==> config.mk <==
export PLATFORM = sky130hd
export DESIGN_NAME = rename_dispatch
export DESIGN_NICKNAME = d
export VERILOG_FILES = /design/src/hw/rename_pkg.sv /design/src/hw/dispatch_ctrl.sv /design/src/hw/dispatcher.sv /design/src/hw/fifo.sv /design/src/hw/free_list.sv /design/src/hw/rename_dispatch.sv /design/src/hw/rename_table.sv /design/src/hw/rob_alloc.sv
export SDC_FILE = /design/constraint.sdc
export NUM_CORES = 1
export LEC_CHECK = 0
export ABC_AREA = 1
export BUFFER_PORTS_ARGS = -buffer_cell sky130_fd_sc_hd__buf_2
export CORE_UTILIZATION = 57
export DETAILED_ROUTE_END_ITERATION = 10
export PLACE_DENSITY = 0.74
export SLEW_MARGIN = 25
export SYNTH_ARGS = -nofsm -noshare
export SYNTH_HDL_FRONTEND = slang
export SYNTH_SLANG_ARGS = --single-unit
==> constraint.sdc <==
create_clock -name clk -period 8.7 [get_ports clk]
set_clock_uncertainty 0.1 [all_clocks]
set_input_delay 0.435 -clock clk [delete_from_list [all_inputs] [get_ports clk]]
set_output_delay 0.435 -clock clk [all_outputs]
set_load 0.005 [all_outputs]
==> src/hw/rename_pkg.sv <==
// Widths, depths and structs shared by the rename and dispatch RTL and its testbench
package rename_pkg;

    // Register file sizes
    localparam int arch_regs = 32;
    localparam int phys_regs = 64;
    localparam int areg_w = 5;
    localparam int preg_w = 6;

    // Registers not mapped after reset start out in the free list
    localparam int free_regs = phys_regs - arch_regs;
    localparam int free_ptr_w = $clog2(free_regs);

    // Reorder buffer
    localparam int rob_depth = 8;
    localparam int rob_id_w = 3;

    // Queue depths
    localparam int inst_q_depth = 4;
    localparam int out_q_depth = 2;

    // Decoded instruction from the front end
    typedef struct packed {
        logic [31:0] pc;
        logic [areg_w-1:0] rs1;
        logic [areg_w-1:0] rs2;
        logic [areg_w-1:0] rd;
        logic uses_rs1;
        logic uses_rs2;
        logic is_store;
    } inst_t;

    // Renamed entry for the reservation station and ROB
    typedef struct packed {
        logic [31:0] pc;
        logic [areg_w-1:0] rs1;
        logic [areg_w-1:0] rs2;
        logic [areg_w-1:0] rd;
        logic [preg_w-1:0] prs1;
        logic [preg_w-1:0] prs2;
        logic [preg_w-1:0] prd;
        // Mapping of rd before this entry, freed when it commits
        logic [preg_w-1:0] old_prd;
        logic rs1_ready;
        logic rs2_ready;
        logic has_rd;
        logic is_store;
        logic [rob_id_w-1:0] rob_id;
    } dispatch_entry_t;

    // Commit report from the ROB, one cycle per retired entry
    typedef struct packed {
        logic valid;
        logic is_store;
        logic free_valid;
        logic [preg_w-1:0] old_prd;
    } commit_t;

    // Writeback report, clears the busy bit of preg
    typedef struct packed {
        logic valid;
        logic [preg_w-1:0] preg;
    } wb_t;

endpackage

==> src/hw/dispatch_ctrl.sv <==
// Dispatch FSM, fires one instruction per cycle and serializes stores until commit
`timescale 1ns/1ps

module dispatch_ctrl
    import rename_pkg::*;
(
    input  logic    clk,
    input  logic    rst,
    input  logic    inst_valid,
    input  logic    inst_rd_zero,
    input  logic    inst_is_store,
    input  logic    out_ready,
    input  logic    rob_full,
    input  logic    free_empty,
    input  commit_t commit,
    output logic    fire
);

    typedef enum logic {
        st_run,
        st_store_wait
    } state_t;

    state_t state;
    state_t state_next;

    // rd x0 takes no register, so an empty free list does not stall it
    assign fire = inst_valid && out_ready && !rob_full
                  && (!free_empty || inst_rd_zero)
                  && (state == st_run);

    always_comb begin
        state_next = state;
        case (state)
            st_run: begin
                // Hold everything behind a store
                if (fire && inst_is_store) begin
                    state_next = st_store_wait;
                end
            end
            st_store_wait: begin
                // Only one store is ever in flight
                if (commit.valid && commit.is_store) begin
                    state_next = st_run;
                end
            end
            default: state_next = st_run;
        endcase
    end

    always_ff @(posedge clk) begin
        if (rst) begin
            state <= st_run;
        end else begin
            state <= state_next;
        end
    end

endmodule

==> src/hw/dispatcher.sv <==
// Combinational builder of the dispatch entry from the queue head and the rename lookups
`timescale 1ns/1ps

module dispatcher
    import rename_pkg::*;
(
    input  inst_t                inst,
    input  logic [preg_w-1:0]    prs1,
    input  logic [preg_w-1:0]    prs2,
    input  logic [preg_w-1:0]    old_prd,
    input  logic [preg_w-1:0]    free_preg,
    input  logic                 rs1_busy,
    input  logic                 rs2_busy,
    input  logic [rob_id_w-1:0]  rob_id,
    output dispatch_entry_t      entry,
    output logic                 rd_zero
);

    // x0 never renames
    assign rd_zero = (inst.rd == '0);

    always_comb begin
        // Architectural fields pass through for the ROB
        entry.pc = inst.pc;
        entry.rs1 = inst.rs1;
        entry.rs2 = inst.rs2;
        entry.rd = inst.rd;
        entry.is_store = inst.is_store;

        // Sources use the current mappings
        entry.prs1 = prs1;
        entry.prs2 = prs2;

        // Unused operands never hold up issue
        // x0 sits in physical register 0 which is never busy
        entry.rs1_ready = !inst.uses_rs1 || !rs1_busy;
        entry.rs2_ready = !inst.uses_rs2 || !rs2_busy;

        // Destination takes the free-list head unless it is x0
        if (rd_zero) begin
            entry.prd = '0;
            entry.has_rd = 1'b0;
        end else begin
            entry.prd = free_preg;
            entry.has_rd = 1'b1;
        end

        // Previous mapping goes along so commit can free it
        entry.old_prd = old_prd;

        entry.rob_id = rob_id;
    end

endmodule

==> src/hw/fifo.sv <==
// Circular queue with valid/ready on both sides and a payload type chosen per instance
`timescale 1ns/1ps

module fifo #(
    parameter type payload_t = logic,
    parameter int depth = 2
) (
    input  logic     clk,
    input  logic     rst,
    input  logic     in_valid,
    input  payload_t in_data,
    output logic     in_ready,
    output logic     out_valid,
    output payload_t out_data,
    input  logic     out_ready
);

    localparam int ptr_w = $clog2(depth);
    localparam int cnt_w = $clog2(depth + 1);

    // Payload storage
    payload_t mem [depth];

    logic [ptr_w-1:0] rd_ptr;
    logic [ptr_w-1:0] wr_ptr;
    logic [cnt_w-1:0] count;
    logic push;
    logic pop;

    // Head shows combinationally
    assign out_valid = (count != '0);
    assign out_data = mem[rd_ptr];

    // When full, a pop this cycle frees the slot for a push
    assign in_ready = (count < cnt_w'(depth)) || out_ready;

    assign push = in_valid && in_ready;
    assign pop = out_valid && out_ready;

    always_ff @(posedge clk) begin
        if (push) begin
            mem[wr_ptr] <= in_data;
        end
    end

    always_ff @(posedge clk) begin
        if (rst) begin
            rd_ptr <= '0;
            wr_ptr <= '0;
            count <= '0;
        end else begin
            if (push) begin
                wr_ptr <= (wr_ptr == ptr_w'(depth - 1)) ? '0 : wr_ptr + 1'b1;
            end
            if (pop) begin
                rd_ptr <= (rd_ptr == ptr_w'(depth - 1)) ? '0 : rd_ptr + 1'b1;
            end
            // Simultaneous push and pop keep the count
            if (push && !pop) begin
                count <= count + 1'b1;
            end else if (pop && !push) begin
                count <= count - 1'b1;
            end
        end
    end

endmodule

==> src/hw/free_list.sv <==
// Circular list of free physical registers, loaded with 32 to 63 at reset and refilled at commit
`timescale 1ns/1ps

module free_list
    import rename_pkg::*;
(
    input  logic              clk,
    input  logic              rst,
    input  logic              pop,
    output logic [preg_w-1:0] preg,
    output logic              empty,
    input  logic              push,
    input  logic [preg_w-1:0] push_preg
);

    // One slot per register that can be free at a time
    logic [preg_w-1:0] slots [free_regs];

    logic [free_ptr_w-1:0] head;
    logic [free_ptr_w-1:0] tail;
    logic [free_ptr_w:0] count;

    assign preg = slots[head];
    assign empty = (count == '0);

    always_ff @(posedge clk) begin
        if (rst) begin
            // Registers above the architectural range start free, in order
            for (int i = 0; i < free_regs; i++) begin
                slots[i] <= preg_w'(arch_regs + i);
            end
            head <= '0;
            // List is full, so the tail sits on the head
            tail <= '0;
            count <= (free_ptr_w + 1)'(free_regs);
        end else begin
            if (push) begin
                slots[tail] <= push_preg;
                tail <= tail + 1'b1;
            end
            // Pointers wrap naturally, the list size is a power of two
            if (pop) begin
                head <= head + 1'b1;
            end
            if (push && !pop) begin
                count <= count + 1'b1;
            end else if (pop && !push) begin
                count <= count - 1'b1;
            end
        end
    end

endmodule

==> src/hw/rename_dispatch.sv <==
// Rename and dispatch top level, between the decoder and the reservation station and ROB
`timescale 1ns/1ps

module rename_dispatch
    import rename_pkg::*;
(
    input  logic            clk,
    input  logic            rst,
    input  logic            in_valid,
    input  inst_t           in_data,
    output logic            in_ready,
    output logic            out_valid,
    output dispatch_entry_t out_data,
    input  logic            out_ready,
    input  commit_t         commit,
    input  wb_t             wb
);

    // Instruction queue head
    logic            iq_valid;
    inst_t           iq_head;

    // Rename lookups
    logic [preg_w-1:0] prs1;
    logic [preg_w-1:0] prs2;
    logic [preg_w-1:0] old_prd;
    logic            rs1_busy;
    logic            rs2_busy;
    logic [preg_w-1:0] free_preg;
    logic            free_empty;

    // Dispatch control
    logic [rob_id_w-1:0] rob_id;
    logic            rob_full;
    logic            oq_ready;
    logic            rd_zero;
    logic            fire;
    logic            rename_en;
    dispatch_entry_t entry;

    // Only a real destination takes a register and updates the table
    assign rename_en = fire && !rd_zero;

    fifo #(
        .payload_t(inst_t),
        .depth    (inst_q_depth)
    ) i_inst_q (
        .clk      (clk),
        .rst      (rst),
        .in_valid (in_valid),
        .in_data  (in_data),
        .in_ready (in_ready),
        .out_valid(iq_valid),
        .out_data (iq_head),
        .out_ready(fire)
    );

    rename_table i_rename_table (
        .clk     (clk),
        .rst     (rst),
        .rs1     (iq_head.rs1),
        .rs2     (iq_head.rs2),
        .rd      (iq_head.rd),
        .prs1    (prs1),
        .prs2    (prs2),
        .old_prd (old_prd),
        .rs1_busy(rs1_busy),
        .rs2_busy(rs2_busy),
        .wr_en   (rename_en),
        .wr_preg (free_preg),
        .wb      (wb)
    );

    // Registers freed at commit return to the tail
    free_list i_free_list (
        .clk      (clk),
        .rst      (rst),
        .pop      (rename_en),
        .preg     (free_preg),
        .empty    (free_empty),
        .push     (commit.free_valid),
        .push_preg(commit.old_prd)
    );

    rob_alloc i_rob_alloc (
        .clk        (clk),
        .rst        (rst),
        .alloc      (fire),
        .release_one(commit.valid),
        .rob_id     (rob_id),
        .full       (rob_full)
    );

    dispatch_ctrl i_dispatch_ctrl (
        .clk          (clk),
        .rst          (rst),
        .inst_valid   (iq_valid),
        .inst_rd_zero (rd_zero),
        .inst_is_store(iq_head.is_store),
        .out_ready    (oq_ready),
        .rob_full     (rob_full),
        .free_empty   (free_empty),
        .commit       (commit),
        .fire         (fire)
    );

    dispatcher i_dispatcher (
        .inst     (iq_head),
        .prs1     (prs1),
        .prs2     (prs2),
        .old_prd  (old_prd),
        .free_preg(free_preg),
        .rs1_busy (rs1_busy),
        .rs2_busy (rs2_busy),
        .rob_id   (rob_id),
        .entry    (entry),
        .rd_zero  (rd_zero)
    );

    // Entries wait here for the reservation station and ROB
    fifo #(
        .payload_t(dispatch_entry_t),
        .depth    (out_q_depth)
    ) i_out_q (
        .clk      (clk),
        .rst      (rst),
        .in_valid (fire),
        .in_data  (entry),
        .in_ready (oq_ready),
        .out_valid(out_valid),
        .out_data (out_data),
        .out_ready(out_ready)
    );

endmodule

==> src/hw/rename_table.sv <==
// Register alias table and busy bits, read combinationally by the dispatcher each cycle
`timescale 1ns/1ps

module rename_table
    import rename_pkg::*;
(
    input  logic              clk,
    input  logic              rst,
    input  logic [areg_w-1:0] rs1,
    input  logic [areg_w-1:0] rs2,
    input  logic [areg_w-1:0] rd,
    output logic [preg_w-1:0] prs1,
    output logic [preg_w-1:0] prs2,
    output logic [preg_w-1:0] old_prd,
    output logic              rs1_busy,
    output logic              rs2_busy,
    input  logic              wr_en,
    input  logic [preg_w-1:0] wr_preg,
    input  wb_t               wb
);

    // Current mapping of each architectural register
    logic [preg_w-1:0] map [arch_regs];
    // One bit per physical register awaiting writeback
    logic [phys_regs-1:0] busy;

    assign prs1 = map[rs1];
    assign prs2 = map[rs2];
    assign old_prd = map[rd];

    // Writeback in the same cycle counts as already done
    assign rs1_busy = busy[prs1] && !(wb.valid && (wb.preg == prs1));
    assign rs2_busy = busy[prs2] && !(wb.valid && (wb.preg == prs2));

    always_ff @(posedge clk) begin
        if (rst) begin
            // Identity mapping, nothing in flight
            for (int i = 0; i < arch_regs; i++) begin
                map[i] <= preg_w'(i);
            end
            busy <= '0;
        end else begin
            if (wb.valid) begin
                busy[wb.preg] <= 1'b0;
            end
            // A freshly allocated register is never the one written back
            if (wr_en) begin
                map[rd] <= wr_preg;
                busy[wr_preg] <= 1'b1;
            end
        end
    end

endmodule

==> src/hw/rob_alloc.sv <==
// ROB identifier allocator, tracks the tail and how many entries are in flight
`timescale 1ns/1ps

module rob_alloc
    import rename_pkg::*;
(
    input  logic                clk,
    input  logic                rst,
    input  logic                alloc,
    input  logic                release_one,
    output logic [rob_id_w-1:0] rob_id,
    output logic                full
);

    logic [rob_id_w-1:0] tail;
    // One extra bit so a full ROB is representable
    logic [rob_id_w:0] count;

    // Identifier for the next dispatched entry
    assign rob_id = tail;
    assign full = (count == (rob_id_w + 1)'(rob_depth));

    always_ff @(posedge clk) begin
        if (rst) begin
            tail <= '0;
            count <= '0;
        end else begin
            if (alloc) begin
                tail <= (tail == rob_id_w'(rob_depth - 1)) ? '0 : tail + 1'b1;
            end
            // Allocate and retire together leave the occupancy alone
            if (alloc && !release_one) begin
                count <= count + 1'b1;
            end else if (release_one && !alloc) begin
                count <= count - 1'b1;
            end
        end
    end

endmodule

Yosys cells after proc, flatten, opt, wreduce, memory -nomap -nowiden
Memory sizes are Yosys's and may differ from the RTL's. A register that Yosys moved wholly into a read port is not among the register bits.
Cells that the tools add are included.
{"block": "classes", "n_addsub": 15, "order_cmp": 8, "n_eq_ne": 6, "mux": 53, "bitwise": 4, "reduce_logical": 57}
{"cell": "two-way mux 64 bit", "count": 3}
{"cell": "bitwise AND 64 bit", "count": 1}
{"cell": "NOT 64 bit", "count": 1}
{"cell": "OR 64 bit", "count": 1}
{"cell": "two-way mux 6 bit", "count": 5}
{"cell": "< comparator 6 x 7 -> 1 bit (second input constant)", "count": 4}
{"cell": "logical AND 1 bit", "count": 25}
{"cell": "two-way mux 1 bit", "count": 25}
{"cell": "two-way mux 5 bit", "count": 4}
{"cell": "logical NOT 1 bit", "count": 17}
{"cell": "binary-select mux 1 bit (select 6 bit)", "count": 2}
{"cell": "demux 1 bit (select 6 bit)", "count": 2}
{"cell": "equality test 6 bit", "count": 2}
{"cell": ">= comparator 6 x 1 -> 1 bit (second input constant)", "count": 2}
{"cell": "two-way mux 2 bit", "count": 6}
{"cell": "OR reduction 6 bit", "count": 2}
{"cell": "adder 5 x 1 -> 5 bit (second input constant)", "count": 2}
{"cell": "nonzero test 2 bit", "count": 5}
{"cell": "two-way mux 3 bit", "count": 3}
{"cell": "two-way mux 4 bit", "count": 2}
{"cell": "adder 2 x 1 -> 2 bit (second input constant)", "count": 3}
{"cell": "adder 3 x 1 -> 3 bit (second input constant)", "count": 2}
{"cell": "adder 6 x 1 -> 6 bit (second input constant)", "count": 1}
{"cell": "logical NOT 6 bit", "count": 1}
{"cell": "other kinds (16)", "count": 22}
{"block": "word_totals", "reg_bits": 99, "ram_bits": 740, "in_bits": 70, "output_inout_bits": 80, "n_memories": 4}
{"name": "i_inst_q.mem", "depth": 4, "word_bits": 50, "read_ports": 1, "rd_clocked_by_memory_dff": 1, "wr": 1, "line": "fifo.sv:22", "rtl": "payload_t mem [depth];"}
{"name": "i_free_list.slots", "depth": 32, "word_bits": 6, "read_ports": 1, "rd_clocked_by_memory_dff": 1, "wr": 32, "line": "free_list.sv:17", "rtl": "logic [preg_w-1:0] slots [free_regs];"}
{"name": "i_rename_table.map", "depth": 32, "word_bits": 6, "read_ports": 3, "rd_clocked_by_memory_dff": 0, "wr": 32, "line": "rename_table.sv:23", "rtl": "logic [preg_w-1:0] map [arch_regs];"}
{"name": "i_out_q.mem", "depth": 2, "word_bits": 78, "read_ports": 1, "rd_clocked_by_memory_dff": 1, "wr": 1, "line": "fifo.sv:22"}

Logic depth before layout (Yosys ltp)
Gate-level depths: netlist of run 1.
{"block": "logic_depth", "word_depth": 12, "mapped_depth": 28, "depth_no_buf": 24}

Cells and area by module
A second synthesis of run 1 with hierarchy kept.
{"block": "hier_totals", "cells_unflattened": 4301, "hier_area_um2": 41768.8}
{"mod": "rename_table", "instances": 1, "cells_per_inst": 2204, "area_each_um2": 16373.2, "seq_area_each_um2": 7046.8}
{"mod": "free_list", "instances": 1, "cells_per_inst": 1110, "area_each_um2": 10322.4, "seq_area_each_um2": 6185.9}
{"mod": "fifo at i_inst_q", "instances": 1, "cells_per_inst": 551, "area_each_um2": 8036.5, "seq_area_each_um2": 6185.9}
{"mod": "fifo at i_out_q", "instances": 1, "cells_per_inst": 281, "area_each_um2": 5950.7, "seq_area_each_um2": 4784.6}
{"mod": "dispatcher", "instances": 1, "cells_per_inst": 88, "area_each_um2": 608.1, "seq_area_each_um2": 0.0}
{"mod": "rob_alloc", "instances": 1, "cells_per_inst": 54, "area_each_um2": 402.9, "seq_area_each_um2": 140.1}
{"mod": "dispatch_ctrl", "instances": 1, "cells_per_inst": 11, "area_each_um2": 65.1, "seq_area_each_um2": 20.0}
{"mod": "rename_dispatch", "instances": 1, "cells_per_inst": 2, "area_each_um2": 10.0, "seq_area_each_um2": 0.0}

Worst setup path before layout of run 1
OpenSTA, ideal clock, no wires.
{"block": "synth_timing", "path_type": "register to register", "start": "register (tool-made name)", "end": "memory i_out_q.mem[1][0] (netlist name), enable pin", "setup_ps": 516, "arrival_ps": 4998, "t_required_ps": 8084, "slack_ps": 3085, "path_stages_with_launch": 14, "n_path_buf": 3, "cell_sequence": "dfxtp_1 buf_4 inv_2 buf_6 a32oi_1 inv_2 nand3_4 nor2_8 inv_4 nand4_1 and2_1 buf_4 inv_2 nor2_1"}
{"item": "to (decl)", "line": "fifo.sv:22"}

==> results.yml, run 1 <==
placement:
  dpl.cell_count: 4948
  port_buffers: 149
  dp_hpwl_mm: 73.19
  gp_congestion: 0.9571
  post-place-ws_ps: 2780
global_routing:
  grt_max_degree: 105
  grt_usage_pct: 31.89
  grt-ovfl-total: 0
  grt_antenna_before_repair: 2
  grt_pass1_wl_mm: 174.0
  grt_pass1_vias: 29602
layout:
  fill_cells: 5600
  fin_util_pct: 64.05
  seqCellArea_um2: 24370
  multi_input_area_um2: 14090
  synthToLayoutAreaGrowth_pct: 11.18
  drive_above_1_share_pct: 12.61
  nets: 4246
  instances_no_fill: 5161
drt:
  vias: 31824
  wl_per_cell_um: 22.25
  ant_nets: 0
  drt-pass1-iter-count: 11
  drtIter0Drc: 4538
  wl_mm: 114.8
  avgViaCountPerCell: 6.166
  drcViolationCount: 2
logic_synthesis:
  synth.avg_cell_area_um2: 9.957
  yosys_warnings: 0
  ys_ff_latch: 847
  postSynth.asyncResetShare_pct: 0
  synth_cell_types: 55
  synth_edf_count: 740
  synth.area.top_cells: "edfxtp_1 (55%), nand2_1 (7.5%), nand3_1 (6.7%)"
  yosysSeqAreaShare_pct: 60.28
  yosysTopAreaCellShare_pct: 54.98
  syn-cell-area_um2: 40420
  syn_inst: 4059
  yosysTopAreaCell: "edfxtp_1"
  synthFlopType: "edfxtp_1"
clock_network:
  postCtsSetupRepairBufs: 0
  cts-root-buf: "clkbuf_16"
  insertion_delay_ps: 670
  ctsResizeCount: 0
  cts_buffers: 87
  cts_max_level: 3
  clkSlewWorstSetupHoldPaths_ps: 60
  cts_tree: "done"
  clk_path_buf_depth: 3
  cts.sinks: 847
setup_path:
  crit_fanout: 74
  critPathKind: "reg -> reg"
  endpoint_kind: "flip-flop"
  cp.arrival_ps: 5880
  startpoint_type: "flip-flop"
  critPathRequiredTime_ps: 9150
pwr:
  leakage_nw: 15.72
  power_density_nw_per_um2: 358.5
  irDropWorstVdd_v: 0.0002907
timing:
  tightest_slew_ps: 1067
  whs_ps: 39.06
  final-max-slew-violation-count: 0
  rsz0062_at_grt: "no"
  slew_headroom_pct: 28.88
  worst_slack_ps: 3269
  finalSetupTns_ps: 0
  fin_crit_sh_pct: 62.43
  fmax_ghz: 0.1841
  hold_violations: 0
  min_period_ps: 5432
  setup_viol: 0
floorplan:
  fp.dieH_um: 268.3
  initial_core_util_pct: 57.61
  rows: 97
  dieArea_um2: 71970
  die_w_um: 268.3
  ios: 150
  coreArea_um2: 70150
run_status:
  outcome: "finished with violations"
  violations: "design-rule violations"
min_path:
  worstHoldPathType: "in -> reg"
job:
  max-cap-violations: 0
-- cells by family after synthesis --
kind of cell,after synthesis,share of synthesized area (%)
AND/OR/NAND/NOR,1917,20.76
AO/OA/AOI/OAI,697,10.52
buffers and inverters,482,5.161
XOR/XNOR,12,0.2601
flip-flops,847,60.28
multiplexers,78,2.173
other,1,0.009279
adder cells (fa/ha/maj),25,0.8297
-- metrics by stage --
step	instance area, um^2	total power (W)
after detailed placement	41610	0.01237
after floorplan	40430	0.01028
final	44930	0.01611
after global placement	41610	0.01227
after global routing	44930	0.01683
after CTS	44890	0.01594
-- per-layer routing --
| metal | GRT usage (%) | vias to the layer above | part of all wire, % |
|---|---|---|---|
| met5 | 0 | - | 0 |
| met4 | 13.65 | 0 | 4.6 |
| met3 | 6.011 | 367 | 11 |
| met2 | 50.29 | 1989 | 46 |
| met1 | 43.32 | 14929 | 38 |
| li1 | - | 14539 | - |
-- cells in the mapped netlist, types with 10 or more instances --
master    count
a21oi_1     144
a22oi_1      95
buf_1        17
buf_2        66
buf_4        35
clkbuf_1    133
dfxtp_1     107
edfxtp_1    740
ha_1         22
inv_1       179
inv_2        35
mux2_2       78
nand2_1     809
nand3_1     540
nand4_1      12
nor2_1      457
nor2_4       19
nor3_1       18
nor4_1       13
o211ai_1     73
o21ai_0     275
o221ai_1     36
o22ai_1      47
xor2_1       10
-- cell type report --
cell class,count,area share [%]
flip-flops and latches,847,54.24
clock buffers,104,5.124
multi-input cells,2735,31.35
well taps,940,2.618
inverters,223,1.871
clock inverters,54,0.9830
diodes,1,0.005569
repair buffers,257,3.809
-- timing repair --
item	4_1_cts	5_1_grt
hold buffers	53	0
hold endpoints to repair	203	0
endpoints found under the setup margin	0	0
-- worst max-delay path: stages (launching register included) --
cell     delay (ps)
dfxtp_4         430
inv_2           370
buf_4           690
nand2_1         130
a32oi_1         410
inv_2           120
nand3_4         260
nor2_8          100
inv_4           130
nand4_1         110
and2_1          380
nand2_8         290
ha_1            230
inv_1           120
ha_1            350
a21oi_1         150
and2_1          170
inv_1            50
a21oi_1         110
inv_1            50
a21oi_1         150
nand2_1          70
nand2_1          60
nor2_1           50
a21oi_1         120
o21ai_0         100
-- cells in the final DEF (no fill, tap or decap), types with 78 or more instances in the layout --
master	n
inv_1	177
clkbuf_16	88
nor2_1	448
dfxtp_1	104
nand3_1	539
mux2_2	78
buf_2	148
edfxtp_1	740
a22oi_1	95
nand2_1	805
a21oi_1	144
o21ai_0	275
-- state kept, by name (all words and copies together) (netlist names), 2 cells and up, named ones only --
| register | flops |
|---|---|
| i_inst_q.wr_ptr | 2 |
| i_inst_q.count | 3 |
| i_free_list.head | 5 |
| i_rename_table.busy | 64 |
| i_out_q.mem | 156 |
| i_free_list.count | 6 |
| i_inst_q.mem | 200 |
| i_out_q.count | 2 |
| i_free_list.tail | 5 |
| i_rob_alloc.rob_id | 3 |
| i_inst_q.rd_ptr | 2 |
| i_rename_table.map | 192 |
| i_free_list.slots | 192 |
| i_rob_alloc.count | 4 |
-- path summary, 6_finish.rpt --
path / from / to / slack, ps / cells after the start
hold / removal: out_ready / flip-flop / 40 / 3
setup reg to reg: flip-flop / i_free_list.count[5] / 3270 / 25
setup / recovery: flip-flop / i_free_list.count[5] / 3270 / 25
hold reg to reg: i_free_list.head[4] / flip-flop / 340 / 1
-- report_power, final --
group | internal, W | leakage [nW] | switching, W | total (W)
combinational | 0.00197 | 6.93 | 0.00511 | 0.00707
clock | 0.00199 | 1.35 | 0.00158 | 0.00357
sequential | 0.00525 | 7.44 | 0.000214 | 0.00546
total | 0.00920 | 15.7 | 0.00690 | 0.0161
Power figures use the tool's default switching activity.
==> inputs of run 2 (changes only) <==
Clock period 8.7 ns to 5.5 ns, I/O delays scaled along.
==> results.yml, run 2 (synthesized netlist as in run 1, its figures left out) <==
run_status:
  outcome: "completed"
pwr:
  p_seq_share_pct: 33.5
  intPower_w: 0.01486
  power_density_nw_per_um2: 573.1
  power_frac_comb_pct: 44.1
  irDropWorstVdd_v: 0.0003235
  p_sw_share_pct: 42.65
  leakage_nw: 15.83
  clock_power_share_pct: 22.3
  switching_power_w: 0.01105
floorplan:
  die_w_um: 268.3
  fp.dieH_um: 268.3
  ios: 150
  dieArea_um2: 71970
  rows: 97
  coreArea_um2: 70150
  initial_core_util_pct: 57.61
timing:
  fin_crit_sh_pct: 93.77
  tightest_slew_ps: 1045
  min_period_ps: 5157
  setup_viol: 0
  hold_violations: 0
  slew_headroom_pct: 30.31
  final-max-slew-violation-count: 0
  worst_slack_ps: 342.6
  rsz0062_at_grt: "no"
  finalSetupTns_ps: 0
  fmax_ghz: 0.1939
layout:
  synthToLayoutAreaGrowth_pct: 11.86
  fin_util_pct: 64.45
  final_common_cell: "nand2_1"
  largest_reg_flops: 200
  nets: 4272
  reg_top3: "i_inst_q.mem (200), i_free_list.slots (192), i_rename_table.map (192)"
  layout_common_cells: "nand2_1 (809), edfxtp_1 (740), nand3_1 (540)"
  design_area_um2: 45210
  top_register: "i_inst_q.mem"
  drive_above_1_share_pct: 12.76
clock_network:
  cts_max_level: 3
  cts-root-buf: "clkbuf_16"
  clk_path_buf_depth: 3
  cts.sinks: 847
  ctsResizeCount: 0
  clkSlewWorstSetupHoldPaths_ps: 60
  cts_buffers: 87
  cts_tree: "done"
  insertion_delay_ps: 650
drt:
  vias: 32321
  drtIter0Drc: 4590
  avgViaCountPerCell: 6.229
  wl_mm: 116.9
  ant_nets: 0
  wl_per_cell_um: 22.54
  drcViolationCount: 0
  drt-pass1-iter-count: 7
global_routing:
  grt_antenna_before_repair: 1
  grt_max_degree: 97
  grt_pass1_vias: 30617
  grt-ovfl-total: 0
  grt_pass1_wl_mm: 177.1
  grt_usage_pct: 32.41
setup_path:
  endpoint_kind: "flip-flop"
  critPathKind: "reg -> reg"
  cp.arrival_ps: 5420
  crit_fanout: 61
  startpoint_type: "flip-flop"
  critPathRequiredTime_ps: 5770
placement:
  gp_congestion: 0.9733
  dp_hpwl_mm: 74.54
  dpl_cell_area_um2: 41830
  post-place-ws_ps: 599.1
  port_buffers: 149
job:
  max-cap-violations: 0
min_path:
  worstHoldPathType: "in -> reg"
==> run 2: cell count changes in the layout (fill, tap and decap cells not counted), sizes merged <==
cell / previous run / this run
inv: 216 / 213
buf: 204 / 225
clkinvlp: 2 / 8
dlygate4sd3: 53 / 58
clkbuf: 104 / 114
clkinv: 56 / 42
bufinv: 3 / 6
==> run 2: critical path, stage by stage (launching register included) <==
cell and delay, ps:
dfxtp_4 660, inv_2 320, nand2_1 150, nand3_2 490, nand2_4 760, inv_1 180, nand2_1 110, nand3_1 70
nand3_1 100, nand3_1 100, nand3_2 120, nand2_1 570, buf_4 420, nand2_1 60, o21ai_0 80, nand2_1 60
nand3_1 80, nand3_1 120, nand3_1 70, nand3_1 70, nand3_1 110
==> run 2: cell type report <==
type	instances	area (um^2)
sequential	847	24370
fill	5627	24940
inverter	223	840.8
clock inverter	46	451.7
antenna	1	2.502
clock buffer	114	2340
timing repair buffer	283	1962
multi-input combinational	2735	14060
tap	940	1176
==> run 2: per-stage QoR <==
stage	hold slack, ps	total power [W]	std cells
2_1_floorplan	273.9	0.01624	4064
3_3_place_gp	330.5	0.01968	4970
3_5_place_dp	352.7	0.01986	4970
4_1_cts	12.79	0.02564	5188
5_1_grt	70.68	0.02703	5189
6_report	43.82	0.02591	5189
==> run 2: layer usage <==
metal	vias to the layer above	global-route usage, %	share of wire (%)
li1	14579	-	-
met1	15315	43.36	38
met2	2050	51.71	47
met3	377	5.654	10
met4	0	15.00	4.9
met5	-	0	0
==> run 2: power groups by stage <==
| stage | clock network [W] | logic, W | registers (W) |
|---|---|---|---|
| global route | 0.00607 | 0.0122 | 0.00878 |
| global placement | 0 | 0.0109 | 0.00877 |
| CTS | 0.00582 | 0.0111 | 0.00869 |
| detailed placement | 0 | 0.0110 | 0.00882 |
| finish | 0.00579 | 0.0114 | 0.00869 |
| floorplan | 0 | 0.00759 | 0.00865 |
==> run 2: final timing paths <==
path                        endpoint  slack, ps  depth (start not counted)                start
min reg2reg                flip-flop        350                          1  i_free_list.head[4]
min          i_rename_table.busy[60]         40                          5                wb[0]
max reg2reg        i_out_q.mem[0][6]        340                         20            flip-flop
max                i_out_q.mem[0][6]        340                         20            flip-flop
==> run 2: repair_timing <==
| item | 4_1_cts | 5_1_grt |
|---|---|---|
| setup buffers | 0 | 0 |
| hold buffers | 58 | 0 |
| endpoints found under the hold margin | 220 | 0 |
